File: src/oldland_cfg.svh
`ifndef OLDLAND_CFG_SVH
`define OLDLAND_CFG_SVH

// ~~~~~~~~~~~~~~~~~~~~~~~~~~~~~~~~~~~~~~~~~~~~~~~~~~~~~~~~~~~~~~~~~~~~~~
// data memory.
// ~~~~~~~~~~~~~~~~~~~~~~~~~~~~~~~~~~~~~~~~~~~~~~~~~~~~~~~~~~~~~~~~~~~~~~
`define MEM_WORDS 1024 // depth in 32-bit words.

// access width codes, code 3 behaves as a word.
`define WIDTH_BYTE 2'd0
`define WIDTH_HALF 2'd1
`define WIDTH_WORD 2'd2

// ~~~~~~~~~~~~~~~~~~~~~~~~~~~~~~~~~~~~~~~~~~~~~~~~~~~~~~~~~~~~~~~~~~~~~~
// debug register map.
// ~~~~~~~~~~~~~~~~~~~~~~~~~~~~~~~~~~~~~~~~~~~~~~~~~~~~~~~~~~~~~~~~~~~~~~
`define DBG_REG_ADDR  2'd0
`define DBG_REG_WDATA 2'd1
`define DBG_REG_CTRL  2'd2
`define DBG_REG_RDATA 2'd3

`define CTRL_GO        0
`define CTRL_WRITE     1
`define CTRL_WIDTH_LSB 2
`define CTRL_WIDTH_MSB 3
`define CTRL_DBG_EN    4

// status view at the ctrl offset.
`define STAT_BUSY  0
`define STAT_ERROR 1

`endif

File: src/oldland_pkg.sv
`include "oldland_cfg.svh"

package oldland_pkg;

	// ~~~~~~~~~~~~~~~~~~~~~~~~~~~~~~~~~~~~~~~~~~~~~~~~~~~~~~~~~~~~~~~~~~~~~~
	// datapath types.
	// ~~~~~~~~~~~~~~~~~~~~~~~~~~~~~~~~~~~~~~~~~~~~~~~~~~~~~~~~~~~~~~~~~~~~~~
	typedef logic [31:0] word_t;
	typedef logic [3:0] byte_sel_t; // one bit per lane.
	typedef logic [1:0] mem_width_t;
	typedef logic [2:0] reg_sel_t;

	// debug host side.
	typedef logic [1:0] host_sel_t;

	typedef enum logic {
		DBG_IDLE,
		DBG_BUSY
	} dbg_state_t;

	// byte address falls inside the data ram.
	function automatic logic addr_in_range(input word_t a);
		return a < word_t'(4 * `MEM_WORDS);
	endfunction

endpackage

File: src/debug_port_if.sv
`timescale 1ns/10ps

interface debug_port_if import oldland_pkg::*; ();

	logic en; // debug owns the bus.
	logic access;
	logic wr_en;
	word_t addr;
	mem_width_t width;
	word_t wr_val;
	word_t rd_val;
	logic compl;

	modport ctrl (
		output en,
		output access,
		output wr_en,
		output addr,
		output width,
		output wr_val,
		input rd_val,
		input compl
	);

	modport mem (
		input en,
		input access,
		input wr_en,
		input addr,
		input width,
		input wr_val,
		output rd_val,
		output compl
	);

endinterface

File: src/debug_access_regs.sv
`timescale 1ns/10ps
`include "oldland_cfg.svh"

module debug_access_regs import oldland_pkg::*; (
	input logic clk,
	input logic rst_n,
	input logic host_wr,
	input host_sel_t host_sel,
	input word_t host_wdata,
	output word_t host_rdata,
	debug_port_if.ctrl dbg
);

	dbg_state_t state;
	word_t addr_reg;
	word_t wdata_reg;
	word_t rdata_reg;
	logic en_reg;
	logic wr_reg;
	mem_width_t width_reg;
	logic issue;
	logic err_reg;
	logic host_ok;
	logic go_wr;

	// registers are frozen while an access is outstanding.
	assign host_ok = host_wr && (state == DBG_IDLE);
	assign go_wr = host_ok && (host_sel == `DBG_REG_CTRL) &&
		host_wdata[`CTRL_GO] && host_wdata[`CTRL_DBG_EN];

	always_ff @(posedge clk) begin
		if (host_ok && host_sel == `DBG_REG_ADDR)
			addr_reg <= host_wdata;
		if (host_ok && host_sel == `DBG_REG_WDATA)
			wdata_reg <= host_wdata;
		if (dbg.compl)
			rdata_reg <= dbg.rd_val;
	end

	always_ff @(posedge clk) begin
		if (!rst_n) begin
			en_reg <= 1'b0;
			wr_reg <= 1'b0;
			width_reg <= `WIDTH_WORD;
		end else if (host_ok && host_sel == `DBG_REG_CTRL) begin
			en_reg <= host_wdata[`CTRL_DBG_EN];
			wr_reg <= host_wdata[`CTRL_WRITE];
			width_reg <= host_wdata[`CTRL_WIDTH_MSB:`CTRL_WIDTH_LSB];
		end
	end

	// ~~~~~~~~~~~~~~~~~~~~~~~~~~~~~~~~~~~~~~~~~~~~~~~~~~~~~~~~~~~~~~~~~~~~~~
	// access FSM.
	// ~~~~~~~~~~~~~~~~~~~~~~~~~~~~~~~~~~~~~~~~~~~~~~~~~~~~~~~~~~~~~~~~~~~~~~
	always_ff @(posedge clk) begin
		if (!rst_n) begin
			state <= DBG_IDLE;
			issue <= 1'b0;
			err_reg <= 1'b0;
		end else begin
			issue <= go_wr; // strobe lands the cycle after go.
			case (state)
			DBG_IDLE: begin
				if (go_wr) begin
					state <= DBG_BUSY;
					err_reg <= 1'b0;
				end
			end
			DBG_BUSY: begin
				if (dbg.compl) begin
					state <= DBG_IDLE;
					err_reg <= ~addr_in_range(addr_reg);
				end
			end
			endcase
		end
	end

	assign dbg.en = en_reg;
	assign dbg.access = issue;
	assign dbg.wr_en = wr_reg;
	assign dbg.addr = addr_reg;
	assign dbg.width = width_reg;
	assign dbg.wr_val = wdata_reg;

	always_comb begin
		host_rdata = '0;
		case (host_sel)
		`DBG_REG_ADDR: host_rdata = addr_reg;
		`DBG_REG_WDATA: host_rdata = wdata_reg;
		`DBG_REG_CTRL: begin
			host_rdata[`STAT_BUSY] = (state == DBG_BUSY);
			host_rdata[`STAT_ERROR] = err_reg;
		end
		`DBG_REG_RDATA: host_rdata = rdata_reg;
		endcase
	end

endmodule

File: src/flat_wrapper.sv
// flat-port wrapper written by rule: the top's interface ports become plain ports
module debug_access_regs_flat import oldland_pkg::*;
  (clk, rst_n, host_wr, host_sel, host_wdata, host_rdata, dbg_en, dbg_access, dbg_wr_en, dbg_addr, dbg_width, dbg_wr_val, dbg_rd_val, dbg_compl);
  debug_port_if dbg_i ();
  input logic clk;
  input logic rst_n;
  input logic host_wr;
  input host_sel_t host_sel;
  input word_t host_wdata;
  output word_t host_rdata;
  output wire logic [$bits(dbg_i.en)-1:0] dbg_en;
  output wire logic [$bits(dbg_i.access)-1:0] dbg_access;
  output wire logic [$bits(dbg_i.wr_en)-1:0] dbg_wr_en;
  output wire logic [$bits(dbg_i.addr)-1:0] dbg_addr;
  output wire logic [$bits(dbg_i.width)-1:0] dbg_width;
  output wire logic [$bits(dbg_i.wr_val)-1:0] dbg_wr_val;
  input wire logic [$bits(dbg_i.rd_val)-1:0] dbg_rd_val;
  input wire logic [$bits(dbg_i.compl)-1:0] dbg_compl;
  assign dbg_en = dbg_i.en;
  assign dbg_access = dbg_i.access;
  assign dbg_wr_en = dbg_i.wr_en;
  assign dbg_addr = dbg_i.addr;
  assign dbg_width = dbg_i.width;
  assign dbg_wr_val = dbg_i.wr_val;
  assign dbg_i.rd_val = dbg_rd_val;
  assign dbg_i.compl = dbg_compl;
  debug_access_regs u_core (.clk(clk), .rst_n(rst_n), .host_wr(host_wr), .host_sel(host_sel), .host_wdata(host_wdata), .host_rdata(host_rdata), .dbg(dbg_i));
endmodule
File: config.mk
export PLATFORM = sky130hd
export DESIGN_NAME = debug_access_regs_flat
export DESIGN_NICKNAME = d
export VERILOG_FILES = /design/src/oldland_pkg.sv /design/src/debug_port_if.sv /design/src/debug_access_regs.sv /design/src/flat_wrapper.sv
export VERILOG_INCLUDE_DIRS = /design/src
export SDC_FILE = /design/constraint.sdc
export NUM_CORES = 1
export LEC_CHECK = 0
export BUFFER_PORTS_ARGS = -buffer_cell sky130_fd_sc_hd__buf_2
export CORE_ASPECT_RATIO = 0.5
export CORE_MARGIN = 4
export CORE_UTILIZATION = 42
export CTS_CLUSTER_DIAMETER = 200
export DETAILED_ROUTE_END_ITERATION = 10
export MAX_ROUTING_LAYER = met4
export PLACE_DENSITY = 0.83
export SYNTH_ARGS = -nofsm -noshare
export SYNTH_HDL_FRONTEND = slang
export SYNTH_SLANG_ARGS = --single-unit
File: constraint.sdc
create_clock -name clk -period 4.6 [get_ports clk]
set_input_delay 0.46 -clock clk [delete_from_list [all_inputs] [get_ports clk]]
set_output_delay 0.46 -clock clk [all_outputs]
set_load 0.005 [all_outputs]
# Yosys cells after proc, flatten, opt, wreduce, memory -nomap -nowiden
# Index checks and enable logic that the tools add are counted.
dict set report word_totals {
  reg_bits 103
  in_bits 70
  output_inout_bits 101
  elab_cells 33
}
dict set report classes {
  order_cmp 1
  n_reduce_logical 8
  bitwise 2
  mux 8
  n_eq_ne 5
}
# operator n
set ops {}
lappend ops {{$pmux W30 S3} 1}
lappend ops {{$lt A32 B13 Y1 const B} 1}
lappend ops {{$pmux W2 S4} 1}
lappend ops {{$logic_and A1 B1 Y1} 6}
lappend ops {{$eq A2 B2 Y1 const B} 2}
lappend ops {{$mux W1} 4}
lappend ops {{$pmux W1 S2} 2}
lappend ops {{$eq A2 B1 Y1 const B} 1}
lappend ops {{$logic_not A2 Y1} 1}
lappend ops {{$ne A2 B1 Y1 const B} 1}
lappend ops {{$ne A2 B2 Y1 const B} 1}
lappend ops {{$not A1 Y1} 2}
lappend ops {{$reduce_and A2 Y1} 1}

# Longest topological paths before layout
dict set report logic_depth {
  ltp_word 7
  depth_mapped 5
}

# Least setup slack after synthesis
# OpenSTA, ideal clock, no wires.
dict set report synth_path {
  kind {in2reg}
  start {input port host_sel[0]}
  end {register u_core.addr_reg[0], in the netlist u_core.dbg.addr[0], enable pin}
  slack_ns -0.099
  arrival_time_ns 4.186
  cell_stages 3
  setup_time_ns 0.513
  required_ns 4.087
  n_path_buf 2
  path_cell_list {buf_6 > buf_2 > nor4b_1}
}
dict set report synth_via {
  elab_chain_cells 2
}
# element line_no
set synth_lines {}
lappend synth_lines {{start, declared} flat_wrapper.sv:8} ;# input host_sel_t host_sel;
lappend synth_lines {{$logic_not A2 Y1 (no line)} --}
lappend synth_lines {{$logic_and A1 B1 Y1 (no line)} --}
lappend synth_lines {{end signal, assigned} debug_access_regs.sv:33} ;# addr_reg <= host_wdata;
lappend synth_lines {{end, declared} debug_access_regs.sv:15} ;# word_t addr_reg;
# No other way between the ends.
# A chain may end at the register's enable or synchronous reset.

# Worst setup path in the final report
dict set report layout_path {
  start {input port host_sel[0]}
  end {output port host_rdata[30]}
}
dict set report layout_via {
  elab_chain_cells 2
  elab_cells_between_ends 4
}
# element line_no
set layout_lines {}
lappend layout_lines {{$eq A2 B2 Y1, or another cell as far along} debug_access_regs.sv:88} ;# case (host_sel)
lappend layout_lines {{$pmux W30 S3 (*)} debug_access_regs.sv:88}
lappend layout_lines {{end, declared} flat_wrapper.sv:10} ;# output word_t host_rdata;
# Mark *: on every way between the ends. The rest lies on a longest branch, timed or not.

==> flow_summary.ini <==
[status]
status = completed

[yosys]
synthTopCellsByArea = edfxtp_1 (74%), mux2i_1 (8.7%), o21ai_0 (3.9%), dfxtp_1 (3.6%), nand2_1 (3.1%)
synth.avg_cell_area_um2 = 16.6
syn_nets = 305
synth_cell_type_count = 23
yosys-top-cells-count = edfxtp_1 (96), mux2i_1 (34), nand2_1 (32)
syn-cell-area_um2 = 3890
synth_top_area_cell = edfxtp_1
synth_seq_cells = 103
yosysWarningCount = 0
synthFlopType = edfxtp_1
synth_top_area_frac = 0.741
synthArstFlopShare = 0
syn_inst = 235
yosys.cell_count.top_type = edfxtp_1
synth_edf_count = 96
seq_area_frac_synth = 0.777

[power_and_ir_drop]
p_per_area_nw_per_um2 = 369
p_leak_nw = 2.14
ir_drop_uv = 182

[die]
start_util = 0.439
ios = 171
die_area_um2 = 11000
std_cell_rows = 24
die_h_um = 76.1
coreArea_um2 = 8860
die_w_um = 144

[setup_path]
cp_max_fo = 30
worstPathRequired_ns = 4.14
ff2ff_path_depth = 2
endpoint_kind = output port
cpPeakStageDelay_ns = 0.99
reg2reg_from = u_core.state
crit_start = host_sel[0]
r2r_setup_slack_ns = 2.96
reg2reg_to = u_core.dbg.addr[23]
crit_end = host_rdata[30]
worst_path_max_delay_cell = and2_1
criticalPathCategory = input pin to output port
cp_common_cell = buf_2
crit_arrival_ns = 2.50
crit_chain = buf_2 > and2_1 > nand2_1 > o21ai_0 > buf_2
start_kind = input pin

[drt]
drc = 0
viasPerCell = 5.07
routedWlPerCell_um = 18.5
vias = 2687
wl_mm = 9.80
dr.pass1.iters = 4
ant_nets = 0
drtIter0Drc = 201

[sta]
fin_skew_ns = 0.00608
slew_headroom = 0.237
fin_ws_ns = 1.64
final_max_slew_viol_count = 0
rsz0062_at_grt = no
fmax_mhz = 338
hold_viol = 0
finalCriticalPeriod_ns = 2.96
whs_ns = 0.300
worst_slew_pin_slew_ns = 1.14
finalSetupViolations = 0
tns_ns = 0
final.period_utilization = 0.643

[final_layout]
syn2layout_area_growth_pct = 32.2
drive_gt1_frac = 0.458
finalNonFillerCells = 530
diodes = 0
nets = 478
fillers = 721
finalCoreUtilization = 0.581

[clock_network]
postCtsSetupRepairBufs = 0
cts_tree = done
cts.repair.resized = 0
clock_path_buffers = 2
clk_latency_ns = 0.33
clock_sinks = 103
hold_buffers = 0
h-tree-depth = 3
cts_buffers = 9
clkSlewWorstSetupHoldPaths_ns = 0.07
cts_root_buf = clkbuf_16

[global_route]
grt_pass1_vias = 2875
grt_max_degree = 37
grt.total_usage = 0.184
grt_pass1_wl_mm = 15.0
antenna_found_initial = 0
grt-ovfl-total = 0

[placed_design]
hpwl_mm = 7.19
gp_congestion = 0.823
io_buffers = 170
placed_cells = 514
place_ws_ns = 1.63

[run]
drv_cap = 0

[min_path]
hold_class = input pin to flip-flop
==> worst min-delay path by stage <==
stage	startpoint	cells after the start	slack [ns]	to
2_1_floorplan	u_core.dbg.width[1]	2	0.46	u_core.dbg.width[1]
6_report	dbg_rd_val[8]	1	0.30	u_core.rdata_reg[8]
4_1_cts	dbg_rd_val[13]	1	0.29	u_core.rdata_reg[13]
3_3_place_gp	u_core.dbg.width[1]	2	0.47	u_core.dbg.width[1]
5_1_grt	dbg_rd_val[30]	1	0.28	u_core.rdata_reg[30]
3_5_place_dp	u_core.dbg.width[1]	2	0.47	u_core.dbg.width[1]
==> logic make-up after synthesis <==
group,Yosys count,share of synthesized area
multiplexers,36,0.0990
flip-flops,103,0.777
AND/OR/NAND/NOR,50,0.0627
buffers and inverters,12,0.0158
AO/OA/AOI/OAI,34,0.0457
==> where the power goes <==
| group | switching [mW] | internal (mW) | total [mW] |
|---|---|---|---|
| clock network | 0.298 | 0.361 | 0.660 |
| registers | 0.0162 | 1.07 | 1.09 |
| logic | 0.0821 | 0.0704 | 0.152 |
| total | 0.397 | 1.50 | 1.90 |
==> per-stage QoR <==
step | instance area (µm²) | power [mW]
after global placement | 4890 | 1.26
final | 5140 | 1.90
after floorplan | 3900 | 1.16
after global routing | 5140 | 1.98
after CTS | 5140 | 1.92
after detailed placement | 4890 | 1.26
==> placed cells by master (no fill, tap or decap) <==
cell and count:
mux4_2 2, clkbuf_16 9, a21oi_1 1, or3_1 1
clkinv_1 3, buf_2 170, clkinv_2 1, a311oi_1 1
nor2b_1 4, nor4_1 5, dfxtp_1 7, buf_4 4
o21a_1 1, and4bb_1 1, and2_1 3, nor4bb_4 1
and3_1 1, mux2i_1 34, nand3_1 1, clkinv_4 1
nor4b_4 1, clkbuf_1 2, edfxtp_1 96, a31oi_1 1
nand2_1 32, o21ai_0 30
==> layer usage <==
| layer | GRT usage | share of wire |
|---|---|---|
| met1 | 0.199 | 0.38 |
| met2 | 0.335 | 0.54 |
| met3 | 0.0370 | 0.053 |
| met4 | 0.0667 | 0.024 |
| met5 | - | 0 |
==> worst max-delay path, delay by kind of cell <==
kind / cells / cell delay, ns
AND/OR/NAND/NOR: 2 / 1.10
buffers and inverters: 2 / 0.74
AO/OA/AOI/OAI: 1 / 0.17
==> final cells by class <==
class                      count  area [µm²]  area share
tap                          117         146      0.0285
timing repair buffer         174         881       0.171
clock buffer                  11         233      0.0452
sequential                   103        3020       0.588
multi-input combinational    120         837       0.163
clock inverter                 5        25.0     0.00486
Note: power is estimated with default switching activity, not from simulation.
