===== config.mk =====
export PLATFORM = sky130hd
export DESIGN_NAME = oldland_memory_flat
export DESIGN_NICKNAME = d
export VERILOG_FILES = /design/src/oldland_pkg.sv /design/src/data_bus_if.sv /design/src/debug_port_if.sv /design/src/oldland_memory.sv /design/src/flat_wrapper.sv
export VERILOG_INCLUDE_DIRS = /design/src
export SDC_FILE = /design/constraint.sdc
export NUM_CORES = 1
export LEC_CHECK = 0
export BUFFER_PORTS_ARGS = -buffer_cell sky130_fd_sc_hd__buf_2
export CORE_AREA = 2 2 137 139
export CTS_CLUSTER_SIZE = 20
export DETAILED_ROUTE_END_ITERATION = 8
export DIE_AREA = 0 0 139 141
export PLACE_DENSITY = 0.47
export SLEW_MARGIN = 20
export SYNTH_ARGS = -nofsm -noshare
export SYNTH_HDL_FRONTEND = slang
export SYNTH_SLANG_ARGS = --single-unit

===== constraint.sdc =====
create_clock -name clk -period 2.1 [get_ports clk]
set_input_delay 0 -clock clk [delete_from_list [all_inputs] [get_ports clk]]
set_output_delay 0 -clock clk [all_outputs]
set_load 0.02 [all_outputs]

===== src/oldland_cfg.svh =====
`ifndef OLDLAND_CFG_SVH
`define OLDLAND_CFG_SVH

// ~~~~~~~~~~~~~~~~~~~~~~~~~~~~~~~~~~~~~~~~~~~~~~~~~~~~~~~~~~~~~~~~~~~~~~
// data memory.
// ~~~~~~~~~~~~~~~~~~~~~~~~~~~~~~~~~~~~~~~~~~~~~~~~~~~~~~~~~~~~~~~~~~~~~~
`define MEM_WORDS 1024 // depth in 32-bit words.

// access width codes, code 3 behaves as a word.
`define WIDTH_BYTE 2'd0
`define WIDTH_HALF 2'd1
`define WIDTH_WORD 2'd2

// ~~~~~~~~~~~~~~~~~~~~~~~~~~~~~~~~~~~~~~~~~~~~~~~~~~~~~~~~~~~~~~~~~~~~~~
// debug register map.
// ~~~~~~~~~~~~~~~~~~~~~~~~~~~~~~~~~~~~~~~~~~~~~~~~~~~~~~~~~~~~~~~~~~~~~~
`define DBG_REG_ADDR  2'd0
`define DBG_REG_WDATA 2'd1
`define DBG_REG_CTRL  2'd2
`define DBG_REG_RDATA 2'd3

`define CTRL_GO        0
`define CTRL_WRITE     1
`define CTRL_WIDTH_LSB 2
`define CTRL_WIDTH_MSB 3
`define CTRL_DBG_EN    4

// status view at the ctrl offset.
`define STAT_BUSY  0
`define STAT_ERROR 1

`endif


===== src/oldland_pkg.sv =====
`include "oldland_cfg.svh"

package oldland_pkg;

	// ~~~~~~~~~~~~~~~~~~~~~~~~~~~~~~~~~~~~~~~~~~~~~~~~~~~~~~~~~~~~~~~~~~~~~~
	// datapath types.
	// ~~~~~~~~~~~~~~~~~~~~~~~~~~~~~~~~~~~~~~~~~~~~~~~~~~~~~~~~~~~~~~~~~~~~~~
	typedef logic [31:0] word_t;
	typedef logic [3:0] byte_sel_t; // one bit per lane.
	typedef logic [1:0] mem_width_t;
	typedef logic [2:0] reg_sel_t;

	// debug host side.
	typedef logic [1:0] host_sel_t;

	typedef enum logic {
		DBG_IDLE,
		DBG_BUSY
	} dbg_state_t;

	// byte address falls inside the data ram.
	function automatic logic addr_in_range(input word_t a);
		return a < word_t'(4 * `MEM_WORDS);
	endfunction

endpackage


===== src/data_bus_if.sv =====
`timescale 1ns/10ps

interface data_bus_if import oldland_pkg::*; ();

	word_t addr; // word aligned.
	byte_sel_t bytesel;
	logic wr_en;
	word_t wr_val;
	word_t data;
	logic access; // one cycle strobe.
	logic ack;
	logic error; // only meaningful with ack.

	modport master (
		output addr,
		output bytesel,
		output wr_en,
		output wr_val,
		output access,
		input data,
		input ack,
		input error
	);

	modport slave (
		input addr,
		input bytesel,
		input wr_en,
		input wr_val,
		input access,
		output data,
		output ack,
		output error
	);

endinterface


===== src/debug_port_if.sv =====
`timescale 1ns/10ps

interface debug_port_if import oldland_pkg::*; ();

	logic en; // debug owns the bus.
	logic access;
	logic wr_en;
	word_t addr;
	mem_width_t width;
	word_t wr_val;
	word_t rd_val;
	logic compl;

	modport ctrl (
		output en,
		output access,
		output wr_en,
		output addr,
		output width,
		output wr_val,
		input rd_val,
		input compl
	);

	modport mem (
		input en,
		input access,
		input wr_en,
		input addr,
		input width,
		input wr_val,
		output rd_val,
		output compl
	);

endinterface


===== src/oldland_memory.sv =====
`timescale 1ns/10ps
`include "oldland_cfg.svh"

module oldland_memory import oldland_pkg::*; (
	input logic clk,
	input logic rst_n,
	input logic load,
	input logic store,
	input logic mem_wr_en,
	input word_t addr,
	input word_t mdr,
	input word_t wr_val,
	input mem_width_t width,
	input logic update_rd,
	input reg_sel_t rd_sel,
	output word_t reg_wr_val,
	output logic update_rd_out,
	output reg_sel_t rd_sel_out,
	output logic complete,
	output logic fault,
	data_bus_if.master bus,
	debug_port_if.mem dbg
);

	word_t wr_data;
	word_t rd_shifted;
	word_t mem_rd_val;
	word_t wr_val_bypass;
	reg_sel_t rd_sel_bypass;
	logic update_rd_bypass;
	reg_sel_t mem_rd;
	logic mem_update_rd;
	logic acc_dbg;
	logic [1:0] byte_addr;
	logic [1:0] acc_lane;
	mem_width_t mem_width;
	mem_width_t acc_width;

	// bit offset of the addressed lane.
	function automatic logic [4:0] lane_shift(input mem_width_t w, input logic [1:0] lane);
		case (w)
		`WIDTH_BYTE: return {lane, 3'b000};
		`WIDTH_HALF: return {lane[1], 4'b0000};
		default: return 5'd0;
		endcase
	endfunction

	function automatic byte_sel_t lane_enables(input mem_width_t w, input logic [1:0] lane);
		case (w)
		`WIDTH_BYTE: return 4'b0001 << lane;
		`WIDTH_HALF: return 4'b0011 << {lane[1], 1'b0};
		default: return 4'b1111;
		endcase
	endfunction

	// ~~~~~~~~~~~~~~~~~~~~~~~~~~~~~~~~~~~~~~~~~~~~~~~~~~~~~~~~~~~~~~~~~~~~~~
	// request side, debug overrides the pipeline.
	// ~~~~~~~~~~~~~~~~~~~~~~~~~~~~~~~~~~~~~~~~~~~~~~~~~~~~~~~~~~~~~~~~~~~~~~
	assign wr_data = dbg.en ? dbg.wr_val : mdr;
	assign byte_addr = dbg.en ? dbg.addr[1:0] : addr[1:0];
	assign mem_width = dbg.en ? dbg.width : width;

	assign bus.addr = dbg.en ? {dbg.addr[31:2], 2'b00} : {addr[31:2], 2'b00};
	assign bus.wr_en = dbg.en ? dbg.wr_en : mem_wr_en;
	assign bus.access = dbg.en ? dbg.access : (load | store);
	assign bus.bytesel = lane_enables(mem_width, byte_addr);
	assign bus.wr_val = wr_data << lane_shift(mem_width, byte_addr);

	// lane and width of the access in flight.
	always_ff @(posedge clk) begin
		wr_val_bypass <= wr_val;
		rd_sel_bypass <= rd_sel;
		if (bus.access) begin
			mem_rd <= rd_sel;
			acc_lane <= byte_addr;
			acc_width <= mem_width;
		end
	end

	always_ff @(posedge clk) begin
		if (!rst_n) begin
			update_rd_bypass <= 1'b0;
			mem_update_rd <= 1'b0;
			acc_dbg <= 1'b0;
		end else begin
			update_rd_bypass <= update_rd;
			if (bus.access) begin
				mem_update_rd <= load & ~dbg.en; // stores and debug never write back.
				acc_dbg <= dbg.en;
			end
		end
	end

	// ~~~~~~~~~~~~~~~~~~~~~~~~~~~~~~~~~~~~~~~~~~~~~~~~~~~~~~~~~~~~~~~~~~~~~~
	// read alignment and writeback.
	// ~~~~~~~~~~~~~~~~~~~~~~~~~~~~~~~~~~~~~~~~~~~~~~~~~~~~~~~~~~~~~~~~~~~~~~
	assign rd_shifted = bus.data >> lane_shift(acc_width, acc_lane);

	always_comb begin
		case (acc_width)
		`WIDTH_BYTE: mem_rd_val = word_t'(rd_shifted[7:0]);
		`WIDTH_HALF: mem_rd_val = word_t'(rd_shifted[15:0]);
		default: mem_rd_val = rd_shifted;
		endcase
	end

	assign complete = bus.ack;
	assign fault = bus.ack & bus.error;

	// completing load wins over the bypass.
	assign reg_wr_val = complete ? mem_rd_val : wr_val_bypass;
	assign update_rd_out = complete ? mem_update_rd : update_rd_bypass;
	assign rd_sel_out = complete ? mem_rd : rd_sel_bypass;

	assign dbg.rd_val = mem_rd_val;
	assign dbg.compl = bus.ack & acc_dbg;

endmodule


===== src/flat_wrapper.sv =====
// flat-port wrapper written by rule: the top's interface ports become plain ports
module oldland_memory_flat import oldland_pkg::*;
  (clk, rst_n, load, store, mem_wr_en, addr, mdr, wr_val, width, update_rd, rd_sel, reg_wr_val, update_rd_out, rd_sel_out, complete, fault, bus_addr, bus_bytesel, bus_wr_en, bus_wr_val, bus_access, bus_data, bus_ack, bus_error, dbg_en, dbg_access, dbg_wr_en, dbg_addr, dbg_width, dbg_wr_val, dbg_rd_val, dbg_compl);
  data_bus_if bus_i ();
  debug_port_if dbg_i ();
  input logic clk;
  input logic rst_n;
  input logic load;
  input logic store;
  input logic mem_wr_en;
  input word_t addr;
  input word_t mdr;
  input word_t wr_val;
  input mem_width_t width;
  input logic update_rd;
  input reg_sel_t rd_sel;
  output word_t reg_wr_val;
  output logic update_rd_out;
  output reg_sel_t rd_sel_out;
  output logic complete;
  output logic fault;
  output wire logic [$bits(bus_i.addr)-1:0] bus_addr;
  output wire logic [$bits(bus_i.bytesel)-1:0] bus_bytesel;
  output wire logic [$bits(bus_i.wr_en)-1:0] bus_wr_en;
  output wire logic [$bits(bus_i.wr_val)-1:0] bus_wr_val;
  output wire logic [$bits(bus_i.access)-1:0] bus_access;
  input wire logic [$bits(bus_i.data)-1:0] bus_data;
  input wire logic [$bits(bus_i.ack)-1:0] bus_ack;
  input wire logic [$bits(bus_i.error)-1:0] bus_error;
  input wire logic [$bits(dbg_i.en)-1:0] dbg_en;
  input wire logic [$bits(dbg_i.access)-1:0] dbg_access;
  input wire logic [$bits(dbg_i.wr_en)-1:0] dbg_wr_en;
  input wire logic [$bits(dbg_i.addr)-1:0] dbg_addr;
  input wire logic [$bits(dbg_i.width)-1:0] dbg_width;
  input wire logic [$bits(dbg_i.wr_val)-1:0] dbg_wr_val;
  output wire logic [$bits(dbg_i.rd_val)-1:0] dbg_rd_val;
  output wire logic [$bits(dbg_i.compl)-1:0] dbg_compl;
  assign bus_addr = bus_i.addr;
  assign bus_bytesel = bus_i.bytesel;
  assign bus_wr_en = bus_i.wr_en;
  assign bus_wr_val = bus_i.wr_val;
  assign bus_access = bus_i.access;
  assign bus_i.data = bus_data;
  assign bus_i.ack = bus_ack;
  assign bus_i.error = bus_error;
  assign dbg_i.en = dbg_en;
  assign dbg_i.access = dbg_access;
  assign dbg_i.wr_en = dbg_wr_en;
  assign dbg_i.addr = dbg_addr;
  assign dbg_i.width = dbg_width;
  assign dbg_i.wr_val = dbg_wr_val;
  assign dbg_rd_val = dbg_i.rd_val;
  assign dbg_compl = dbg_i.compl;
  oldland_memory u_core (.clk(clk), .rst_n(rst_n), .load(load), .store(store), .mem_wr_en(mem_wr_en), .addr(addr), .mdr(mdr), .wr_val(wr_val), .width(width), .update_rd(update_rd), .rd_sel(rd_sel), .reg_wr_val(reg_wr_val), .update_rd_out(update_rd_out), .rd_sel_out(rd_sel_out), .complete(complete), .fault(fault), .bus(bus_i), .dbg(dbg_i));
endmodule

# Word level (Yosys, flattened, before mapping)
# Cells that the tools add are included.
[word_totals]
regBits = 45
out_inout_bits = 141
[op_classes]
eq_ne = 2
n_shift = 4
muxes = 13
bitwise_logic = 5
reduce_logical = 2
[op_table]
columns = ["cell", "count"]
rows = [
  ["2-to-1 mux 32 bit", 3],
  ["case mux 32 bit (2 select lines)", 1],
  ["left shift 32 x 5 -> 32 bit", 1],
  ["right shift 32 x 5 -> 32 bit", 1],
  ["case mux 5 bit (2 select lines)", 2],
  ["case mux 4 bit (2 select lines)", 1],
  ["== test 2 x 1 -> 1 bit (second input constant)", 2],
  ["logical NOT 2 bit", 2],
  ["2-to-1 mux 2 bit", 2],
  ["left shift 1 x 2 -> 4 bit (first input constant)", 1],
  ["left shift 2 x 2 -> 4 bit (first input constant)", 1],
  ["bitwise AND 1 bit", 3],
  ["2-to-1 mux 1 bit", 3],
  ["2-to-1 mux 3 bit", 1],
  ["inverter 1 bit", 1],
  ["OR 1 bit", 1],
]

# Longest topological paths before layout
# Gate-level depths: netlist (run 1).
[logic_depth]
depth_word = 5
mapped_depth = 7

# Least setup slack after synthesis (run 1)
# OpenSTA, ideal clock, no wires.
[synth_timing]
path_type = "reg-to-output"
from = "register u_core.acc_width[1]"
to = "output reg_wr_val[6]"
t_arrival_ps = 1845
t_required_ps = 2100
setup_slack_ps = 255
path_stages_with_launch = 7
path_cell_list = "edfxtp_1 buf_2 nor3b_4 buf_4 a21oi_1 a22oi_1 mux2_2"
[synth_via]
elab_chain_cells = 5
word_cells_on_any_way = 6
cone_classes = "1 x eq/ne; 1 x shift; 3 x mux; 1 x reduce/logical"
[synth_lines]
columns = ["element", "line_no", "source"]
rows = [
  ["from (decl)", "oldland_memory.sv:37", "mem_width_t acc_width;"],
  ["from (signal assigned)", "oldland_memory.sv:76", "acc_width <= mem_width;"],
  ["== test 2 x 1 -> 1 bit or logical NOT 2 bit (tied branches)", "oldland_memory.sv:41", "case (w)"],
  ["case mux 5 bit (2 select lines) *", "oldland_memory.sv:41", ""],
  ["right shift 32 x 5 -> 32 bit *", "oldland_memory.sv:97", "assign rd_shifted = bus.data >> lane_shift(acc_width, acc_lane);"],
  ["case mux 32 bit (2 select lines) *", "oldland_memory.sv:100", "case (acc_width)"],
  ["net dbg_rd_val[6]", "flat_wrapper.sv:36", "output wire logic [$bits(dbg_i.rd_val)-1:0] dbg_rd_val;"],
  ["2-to-1 mux 32 bit *", "oldland_memory.sv:111", "assign reg_wr_val = complete ? mem_rd_val : wr_val_bypass;"],
  ["to (decl)", "flat_wrapper.sv:17", "output word_t reg_wr_val;"],
]
# Mark *: on every way through the listed nets, which the timed path passes. The rest lies on a longest branch.

# Final worst setup path (run 1)
[layout_timing]
from = "register u_core.acc_width[1]"
to = "output reg_wr_val[7]"
[layout_via]
elab_chain_cells = 5
word_cells_on_any_way = 6
cone_classes = "1 x eq/ne; 1 x shift; 3 x mux; 1 x reduce/logical"
[layout_lines]
columns = ["element", "line_no"]
rows = [
  ["== test 2 x 1 -> 1 bit or logical NOT 2 bit (tied branches)", "oldland_memory.sv:41"],
  ["case mux 5 bit (2 select lines) *", "oldland_memory.sv:41"],
  ["right shift 32 x 5 -> 32 bit *", "oldland_memory.sv:97"],
  ["case mux 32 bit (2 select lines) *", "oldland_memory.sv:100"],
  ["2-to-1 mux 32 bit *", "oldland_memory.sv:111"],
]
# Mark *: on every way between the ends. The rest lies on a longest branch, timed or not.

==> results of run 1 <==
## area by class of cell
class / instances / area share [%]
multi-input cells: 283 / 37.8
repair buffers: 401 / 37.6
flip-flops and latches: 45 / 16.3
well taps: 234 / 4.91
clock buffers: 5 / 2.10
clock inverters: 3 / 1.15
inverters: 2 / 0.126
diodes: 1 / 0.0420
## layout by cell type, fill, tap and decap left out, types with 9 or more instances in the layout
cell           instances
buf_2                347
a21oi_1               26
dfxtp_1               38
nor2_1                23
nand2_1               36
o21ai_0                9
mux2i_1               32
dlygate4sd3_1         39
and2_1                19
buf_4                 15
mux2_2                94
## what timing repair did
item,in CTS,in global routing
pin swaps,1,1
endpoints found under the hold margin,41,0
endpoints found under the setup margin,9,5
cloned,0,1
setup buffers,1,2
hold buffers,39,0
gates resized for setup,3,2
## per-layer routing
layer	vias to the layer above	track usage (%)	part of all wire [%]	wire length, um
li1	2038	-	-	-
met3	14	3.26	6.7	1110
met5	-	0	0	0
met2	213	31.9	55	9090
met4	0	3.40	1.2	200
met1	1884	17.0	37	6190
## metrics by stage
stage | setup TNS (ns) | worst slack (ns) | utilization [%] | total power (W)
floorplan | 0 | 0.255 | - | 0.00191
global placement | 0 | 0.185 | 29.2 | 0.00254
detailed placement | 0 | 0.148 | 29.2 | 0.00254
CTS | 0 | 0.0159 | 32.4 | 0.00368
global route | -0.0205 | -0.0149 | 32.6 | 0.00385
finish | 0 | 0.0777 | 32.6 | 0.00364
## power by group
part	switching (W)	total, W	internal (W)
Sequential	0.0000233	0.000956	0.000933
Clock	0.000360	0.00105	0.000687
Combinational	0.000943	0.00164	0.000697
## state kept, by name, indices dropped and copies added, names as in the netlist
register                 flops
u_core.wr_val_bypass        32
u_core.acc_dbg               1
u_core.acc_width             2
u_core.mem_rd                3
u_core.update_rd_bypass      1
u_core.acc_lane              2
u_core.mem_update_rd         1
u_core.rd_sel_bypass         3
## how the worst min path moves through the flow
stage	to	slack (ns)	cells past startpoint
3_3_place_gp	u_core.wr_val_bypass[7]	0.10	1
5_1_grt	u_core.mem_update_rd	0.04	3
6_report	u_core.mem_update_rd	0.02	3
3_5_place_dp	u_core.wr_val_bypass[5]	0.10	1
2_1_floorplan	u_core.rd_sel_bypass[0]	0.03	0
4_1_cts	u_core.mem_update_rd	0.01	3
## worst max-delay path: stages, from the launching register on
cell	delay, ns
edfxtp_1	0.43
buf_4	0.19
or3b_4	0.46
nand2_1	0.09
a22oi_1	0.12
mux2_2	0.28
buf_2	0.16
## logic make-up (layout without fill, tap and decap cells)
group	Yosys count	count (layout)	share of synthesized area [%]
other	1	3	0.111
buffers and inverters	33	411	5.30
flip-flops	45	45	28.8
multiplexers	126	126	40.9
AO/OA/AOI/OAI	62	62	11.1
AND/OR/NAND/NOR	92	93	13.9
==> impl_metrics.env, run 1 <==
export IMPL_status="finished clean"
export IMPL_grt_pass1_wl_mm=24.2
export IMPL_ioPinCount=351
export IMPL_ys_top_cells_by_area="mux2_2, dfxtp_1, mux2i_1, edfxtp_1, nand2_1"
export IMPL_ys_ff_latch=45
export IMPL_fill_cells=1956
export IMPL_ir_drop_mv=0.366
export IMPL_wl_per_cell_um=17.0
export IMPL_drive_gt1_share_pct=64.0
export IMPL_synth_edff_count=7
export IMPL_yosysTopAreaCellShare_pct=31.4
export IMPL_post_route_min_period_ns=2.02
export IMPL_maxSlewHeadroom_pct=59.4
export IMPL_p_per_area_nw_per_um2=611
export IMPL_viasPerCell=4.26
export IMPL_regToRegStartpoint="u_core.acc_dbg"
export IMPL_r2r_slack_ns=1.46
export IMPL_hp_class="in -> reg"
export IMPL_synthArstFlopShare_pct=0
export IMPL_arrival_ns=2.02
export IMPL_r2r_cells=2
export IMPL_syn_to_final_growth_pct=76.7
export IMPL_placed_area_um2=5330
export IMPL_ant_nets=0
export IMPL_synth_most_common_cell="mux2_2"
export IMPL_worst_pin_slew_ns=0.608
export IMPL_finClkSkew_ns=0
export IMPL_final_area_um2=5960
export IMPL_seq_area_frac_synth_pct=28.8
export IMPL_netlist_top_cells_count="mux2_2, dfxtp_1, nand2_1"
export IMPL_ys_warn_count=0
export IMPL_die_area_um2=19600
export IMPL_grt_usage_pct=15.9
export IMPL_dr_pass1_iters=4
export IMPL_dp_cells=922
export IMPL_grt_pass1_vias=4205
export IMPL_final_cell_count_no_fill=974
export IMPL_netlist_area_um2=3370
export IMPL_numCtsBuffers=5
export IMPL_hpwl_mm=13.7
export IMPL_rr_endpoint="u_core.acc_dbg"
export IMPL_drc_errors=0
export IMPL_cts_tree="built"
export IMPL_cts_sinks=45
export IMPL_synth_top_area_cell="mux2_2"
export IMPL_endpoint="reg_wr_val[7]"
export IMPL_drv_slew=0
export IMPL_path_max_fanout=8
export IMPL_die_h_um=141
export IMPL_min_from="load"
export IMPL_hold_viol_final=0
export IMPL_setup_viol=0
export IMPL_synth_area_per_cell_um2=9.40
export IMPL_ff_latch_area_um2=971
export IMPL_critPathRequiredTime_ns=2.10
export IMPL_max_freq_ghz=0.494
export IMPL_initial_core_util_pct=18.5
export IMPL_die_x_um=139
export IMPL_holdWs_ns=0.0151
export IMPL_startpoint="u_core.acc_width[1]"
export IMPL_synth_cells=359
export IMPL_insertion_delay_ns=0.29
export IMPL_netlist_cell_type_count=29
export IMPL_final_nets=948
export IMPL_path_clk_slew_ns=0.07
export IMPL_rsz0062_at_grt="yes"
export IMPL_ys_flop_type="dfxtp_1"
export IMPL_htree_levels=2
export IMPL_num_rows=50
export IMPL_period_share_pct=96.3
export IMPL_port_buffer_count=348
export IMPL_p_leak_nw=3.09
export IMPL_drtIter0Drc=131
export IMPL_antenna_found_initial=1
export IMPL_gp_congestion=0.886
export IMPL_cap_violations=0
export IMPL_wirelength_mm=16.6
export IMPL_root_buffer="clkbuf_16"
export IMPL_routed_via_count=4149
export IMPL_grt_max_degree=40
export IMPL_worst_setup_path_end_kind="output pin"
export IMPL_cts_max_path_buffers=2
export IMPL_coreArea_um2=18300
export IMPL_crit_type="reg -> out"
export IMPL_start_kind="register"
export IMPL_grt_overflow_total=0
export IMPL_multi_input_area_um2=2250
No activity file was read; power rests on OpenSTA's default activity.
==> inputs of run 2 (changes only) <==
--- a/config.mk
+++ b/config.mk
@@ -6,12 +6,14 @@
 export SDC_FILE = /design/constraint.sdc
 export NUM_CORES = 1
 export LEC_CHECK = 0
+export ABC_AREA = 1
 export BUFFER_PORTS_ARGS = -buffer_cell sky130_fd_sc_hd__buf_2
 export CORE_AREA = 2 2 137 139
 export CTS_CLUSTER_SIZE = 20
 export DETAILED_ROUTE_END_ITERATION = 8
 export DIE_AREA = 0 0 139 141
-export PLACE_DENSITY = 0.47
+export GPL_TIMING_DRIVEN = 0
+export PLACE_DENSITY = 0.49
 export SLEW_MARGIN = 20
 export SYNTH_ARGS = -nofsm -noshare
 export SYNTH_HDL_FRONTEND = slang
==> impl_metrics.env, run 2 <==
export IMPL_status="finished clean"
export IMPL_worst_setup_path_end_kind="output pin"
export IMPL_start_kind="register"
export IMPL_period_share_pct=91.4
export IMPL_most_common_layout_cells="buf_2, nand2_1, nand3_1"
export IMPL_cts_tree="built"
export IMPL_seq_area_frac_synth_pct=25.8
export IMPL_p_per_area_nw_per_um2=567
export IMPL_cts_setup_buffers=0
export IMPL_path_max_fanout=10
export IMPL_htree_levels=2
export IMPL_drc_errors=0
export IMPL_cap_violations=0
export IMPL_regMostFlops="u_core.wr_val_bypass"
export IMPL_synth_cells=674
export IMPL_netlist_cell_type_count=27
export IMPL_hpwl_mm=16.7
export IMPL_hp_class="in -> reg"
export IMPL_synthArstFlopShare_pct=0
export IMPL_ys_warn_count=0
export IMPL_die_x_um=139
export IMPL_final_nets=1280
export IMPL_grt_pass1_wl_mm=30.0
export IMPL_yosysTopAreaCellShare_pct=31.9
export IMPL_dr_wl_met3_mm=1.49
export IMPL_critPathRequiredTime_ns=2.10
export IMPL_wirelength_mm=19.8
export IMPL_ys_ff_latch=45
export IMPL_grt_max_degree=16
export IMPL_syn_to_final_growth_pct=69.9
export IMPL_ys_top_cells_by_area="nand2_1, dfxtp_1, nand3_1, edfxtp_1, o21ai_0"
export IMPL_synth_top_area_cell="nand2_1"
export IMPL_routed_via_count=5663
export IMPL_path_clk_slew_ns=0.07
export IMPL_numCtsBuffers=5
export IMPL_ys_flop_type="dfxtp_1"
export IMPL_setup_viol=0
export IMPL_antenna_found_initial=0
export IMPL_ir_drop_mv=0.374
export IMPL_largest_reg_flops=32
export IMPL_cts_max_path_buffers=2
export IMPL_netlist_area_um2=3760
export IMPL_synth_area_per_cell_um2=5.57
export IMPL_drive_gt1_share_pct=39.7
export IMPL_die_area_um2=19600
export IMPL_drtIter0Drc=155
export IMPL_rsz0062_at_grt="no"
export IMPL_cts_sinks=45
export IMPL_wl_per_cell_um=15.2
export IMPL_max_freq_ghz=0.521
export IMPL_num_rows=50
export IMPL_post_route_min_period_ns=1.92
export IMPL_worst_pin_slew_ns=0.596
export IMPL_grt_usage_pct=19.5
export IMPL_gp_congestion=0.917
export IMPL_ant_nets=0
export IMPL_insertion_delay_ns=0.29
export IMPL_maxSlewHeadroom_pct=59.8
export IMPL_port_buffer_count=348
export IMPL_n_antenna_cell=0
export IMPL_synth_most_common_cell="nand2_1"
export IMPL_drv_slew=0
export IMPL_netlist_top_cells_count="nand2_1, nand3_1, inv_1"
export IMPL_crit_type="reg -> out"
export IMPL_initial_core_util_pct=20.6
export IMPL_met1_length_mm=7.19
export IMPL_dr_max_layer_used="met4"
export IMPL_final_cell_count_no_fill=1305
export IMPL_top_regs="u_core.wr_val_bypass: 32 flops, u_core.mem_rd: 3 flops, u_core.rd_sel_bypass: 3 flops"
export IMPL_coreArea_um2=18300
export IMPL_die_h_um=141
export IMPL_dp_cells=1257
export IMPL_dr_pass1_iters=5
export IMPL_viasPerCell=4.34
export IMPL_wl_met2_mm=10.8
export IMPL_p_leak_nw=3.84
export IMPL_finClkSkew_ns=0
export IMPL_hold_viol_final=0
export IMPL_arrival_ns=1.92
export IMPL_setup_tns_final_ns=0
export IMPL_root_buffer="clkbuf_16"
export IMPL_grt_pass1_vias=5559
export IMPL_synth_edff_count=7
export IMPL_ioPinCount=351
export IMPL_grt_overflow_total=0
export IMPL_final_common_cell="buf_2"
run 2: metrics by stage:
step	setup slack (ns)	util [%]	hold WS, ns	instance area [um2]	total power, W
final	0.180	34.9	0.00332	6380	0.00362
after detailed placement	0.227	31.7	0.104	5790	0.00277
after floorplan	0.527	-	0.0277	3760	0.00202
after global routing	0.000878	34.9	0.0409	6380	0.00386
after CTS	0.0204	34.7	0.00613	6340	0.00365
after global placement	0.239	31.7	0.103	5790	0.00278
run 2: worst max-delay path: stages, from the launching register on:
cell and delay (ns):
edfxtp_1 0.50, nor2_4 0.21, nand2_4 0.10, buf_2 0.20, o21ai_1 0.21, nand2_1 0.10
and2_1 0.16, buf_2 0.16
run 2: layer usage:
metal	vias up	GRT usage [%]
met5	-	0
met4	0	4.47
met3	21	3.94
met2	272	39.4
met1	2480	20.5
li1	2890	-
run 2: layout make-up:
class	count	area [um2]
fill	2109	11900
tap	234	293
multi-input combinational	538	2400
clock buffer	5	125
inverter	49	194
buffer	43	230
sequential	45	971
clock inverter	3	21.3
timing repair buffer	388	2140
run 2: what timing repair did:
action	CTS	global route
pin swaps	0	1
endpoints found under the setup margin	6	43
resized for setup	1	15
endpoints found under the hold margin	41	0
hold buffers	40	0
run 2: path summary, 6_finish.rpt:
kind	endpoint	depth (start not counted)	start	slack, ns
setup / recovery	dbg_rd_val[7]	7	u_core.acc_width[1]	0.18
hold / removal	u_core.acc_dbg	4	load	0.003
setup reg to reg	u_core.mem_update_rd	3	u_core.mem_update_rd	0.99
hold reg to reg	u_core.acc_dbg	2	u_core.acc_dbg	0.53
run 2: kinds of logic (layout without fill, tap and decap cells):
kind of cell,Yosys count,in the layout,synth area share (%)
simple gates,478,478,55.1
buf+inv,92,488,10.9
compound gates,58,58,7.99
flops,45,45,25.8
other cells,1,2,0.0998
run 2: where the power goes:
part | total (W) | switching [W] | internal [W]
Combinational | 0.00186 | 0.00120 | 0.000663
Sequential | 0.000961 | 0.0000258 | 0.000935
Clock | 0.000799 | 0.000355 | 0.000443
Total | 0.00362 | 0.00158 | 0.00204
==> inputs of run 3 (changes only) <==
--- a/config.mk
+++ b/config.mk
@@ -8,12 +8,12 @@
 export LEC_CHECK = 0
 export ABC_AREA = 1
 export BUFFER_PORTS_ARGS = -buffer_cell sky130_fd_sc_hd__buf_2
-export CORE_AREA = 2 2 137 139
+export CORE_AREA = 3 3 134 136
 export CTS_CLUSTER_SIZE = 20
 export DETAILED_ROUTE_END_ITERATION = 8
-export DIE_AREA = 0 0 139 141
+export DIE_AREA = 0 0 137 139
 export GPL_TIMING_DRIVEN = 0
-export PLACE_DENSITY = 0.49
+export PLACE_DENSITY = 0.52
 export SLEW_MARGIN = 20
 export SYNTH_ARGS = -nofsm -noshare
 export SYNTH_HDL_FRONTEND = slang
==> impl_metrics.env, run 3 (synthesis results as in run 2) <==
export IMPL_final_cell_count_no_fill=1299
export IMPL_gp_congestion=0.907
export IMPL_setup_viol=0
export IMPL_rsz0062_at_grt="no"
export IMPL_arrival_ns=1.94
export IMPL_setup_ws_ns=0.162
export IMPL_routed_via_count=5697
export IMPL_post_place_ws_ns=0.282
export IMPL_min_from="dbg_access"
export IMPL_grt_usage_pct=19.6
export IMPL_worst_setup_path_end_kind="output pin"
export IMPL_viasPerCell=4.39
export IMPL_insertion_delay_ns=0.28
export IMPL_cts_tree="built"
export IMPL_cp_slowest_stage_delay_ns=0.48
export IMPL_grt_max_degree=16
export IMPL_ir_drop_mv=0.339
export IMPL_die_h_um=139
export IMPL_period_share_pct=92.3
export IMPL_p_leak_nw=3.85
export IMPL_numCtsBuffers=5
export IMPL_antenna_found_initial=1
export IMPL_port_buffer_count=348
export IMPL_crit_type="reg -> out"
export IMPL_grt_overflow_total=0
export IMPL_syn_to_final_growth_pct=70.5
export IMPL_drtIter0Drc=206
export IMPL_r2r_slack_ns=1.00
export IMPL_comb_power_share_pct=50.2
export IMPL_hp_class="in -> reg"
export IMPL_cts_sinks=45
export IMPL_setup_tns_final_ns=0
export IMPL_cp_slowest_cell="edfxtp_1"
export IMPL_start_kind="register"
export IMPL_r2r_cells=3
export IMPL_power_internal_w=0.00216
export IMPL_post_route_min_period_ns=1.94
export IMPL_ant_nets=0
export IMPL_drive_gt1_share_pct=39.7
export IMPL_hpwl_mm=17.0
export IMPL_max_freq_ghz=0.516
export IMPL_grt_pass1_wl_mm=29.0
export IMPL_root_buffer="clkbuf_16"
export IMPL_wl_per_cell_um=15.4
export IMPL_status="finished clean"
export IMPL_most_common_layout_cells="buf_2, nand2_1, nand3_1"
export IMPL_pwr_share_clk_pct=24.1
export IMPL_fill_cells=1911
export IMPL_regMostFlops="u_core.wr_val_bypass"
export IMPL_regToRegStartpoint="u_core.mem_update_rd"
export IMPL_coreArea_um2=17100
export IMPL_num_rows=48
export IMPL_wirelength_mm=20.1
export IMPL_switchingPower_w=0.00156
export IMPL_critPathRequiredTime_ns=2.10
export IMPL_timing_critical_path_buf_inv=4
export IMPL_holdWs_ns=0.0503
export IMPL_worst_pin_slew_ns=0.596
export IMPL_hold_depth=3
export IMPL_worstPathCellList="inv_4, nand2_2, inv_2, buf_4, nand3_1, nand2_1, nand2_1, nand2_1, buf_2"
export IMPL_path_max_fanout=10
export IMPL_finClkSkew_ns=0
export IMPL_switching_share_pct=41.9
export IMPL_ioPinCount=351
export IMPL_hold_viol_final=0
export IMPL_path_clk_slew_ns=0.06
export IMPL_die_area_um2=19000
export IMPL_rr_endpoint="u_core.mem_update_rd"
export IMPL_cap_violations=0
export IMPL_largest_reg_flops=32
export IMPL_grt_pass1_vias=5387
export IMPL_pwr_share_seq_pct=25.8
export IMPL_top_regs="u_core.wr_val_bypass: 32 flops, u_core.mem_rd: 3 flops, u_core.rd_sel_bypass: 3 flops"
export IMPL_final_common_cell="buf_2"
export IMPL_dp_cells=1248
export IMPL_dr_pass1_iters=4
export IMPL_cts_max_path_buffers=2
export IMPL_crit_family="buffers and inverters"
export IMPL_maxSlewHeadroom_pct=59.9
export IMPL_die_x_um=137
export IMPL_drv_slew=0
export IMPL_drc_errors=0
export IMPL_min_to="u_core.acc_dbg"
export IMPL_cp_common_cell="nand2_1"
export IMPL_htree_levels=2
export IMPL_p_per_area_nw_per_um2=581
export IMPL_final_nets=1282
export IMPL_initial_core_util_pct=22.0
run 3: worst max-delay path by stage:
stage	from	endpoint	slack, ns	cells after the start
6_report	u_core.acc_width[1]	reg_wr_val[3]	0.16	9
5_1_grt	u_core.acc_width[1]	reg_wr_val[2]	0.01	9
4_1_cts	u_core.acc_width[1]	reg_wr_val[19]	0.02	9
3_5_place_dp	u_core.acc_width[1]	reg_wr_val[3]	0.28	9
3_3_place_gp	u_core.acc_width[1]	reg_wr_val[5]	0.28	9
2_1_floorplan	u_core.acc_width[1]	reg_wr_val[16]	0.53	6
run 3: cell type report:
class	instances	area (um2)	share of cell area, %
Clock buffer	5	125	1.95
Clock inverter	3	46.3	0.723
Sequential cell	45	971	15.2
Buffer	43	230	3.60
Inverter	49	191	2.99
Multi-Input combinational cell	538	2390	37.4
Timing Repair Buffer	390	2160	33.7
Antenna cell	1	2.50	0.0391
Tap cell	225	282	4.40
run 3: stage by stage:
step | power, W | util, % | instance area [um2]
after floorplan | 0.00202 | - | 3760
final | 0.00372 | 37.5 | 6400
after global placement | 0.00278 | 33.9 | 5780
after detailed placement | 0.00277 | 33.9 | 5780
after CTS | 0.00375 | 37.3 | 6370
after global routing | 0.00395 | 37.5 | 6400
run 3: metal layers:
| layer | global-route usage, % | up-vias | routed length [um] |
|---|---|---|---|
| met5 | 0 | - | 0 |
| met3 | 3.77 | 18 | 1780 |
| met4 | 4.20 | 0 | 346 |
| li1 | - | 2900 | - |
| met1 | 19.7 | 2500 | 6890 |
| met2 | 40.1 | 279 | 11000 |
run 3: timing repair:
item / in CTS / in global routing
setup buffers: 0 / 1
endpoints found under the setup margin: 4 / 31
resized for setup: 1 / 12
hold endpoints to repair: 41 / 0
hold buffers: 41 / 0
run 3: power groups by stage:
stage | Sequential (W) | Clock (W) | Combinational (W)
after global routing | 0.000963 | 0.000949 | 0.00203
after detailed placement | 0.000975 | 0 | 0.00180
after CTS | 0.000956 | 0.000931 | 0.00187
final | 0.000959 | 0.000895 | 0.00187
after global placement | 0.000974 | 0 | 0.00180
after floorplan | 0.000968 | 0 | 0.00105
run 3: worst reg2reg max path: cells and delay by family (launching register included):
kind                   cells  cell delay [ns]
AND/OR/NAND/NOR            1             0.06
AO/OA/AOI/OAI              1             0.11
flip-flops                 1             0.34
buffers and inverters      1             0.55
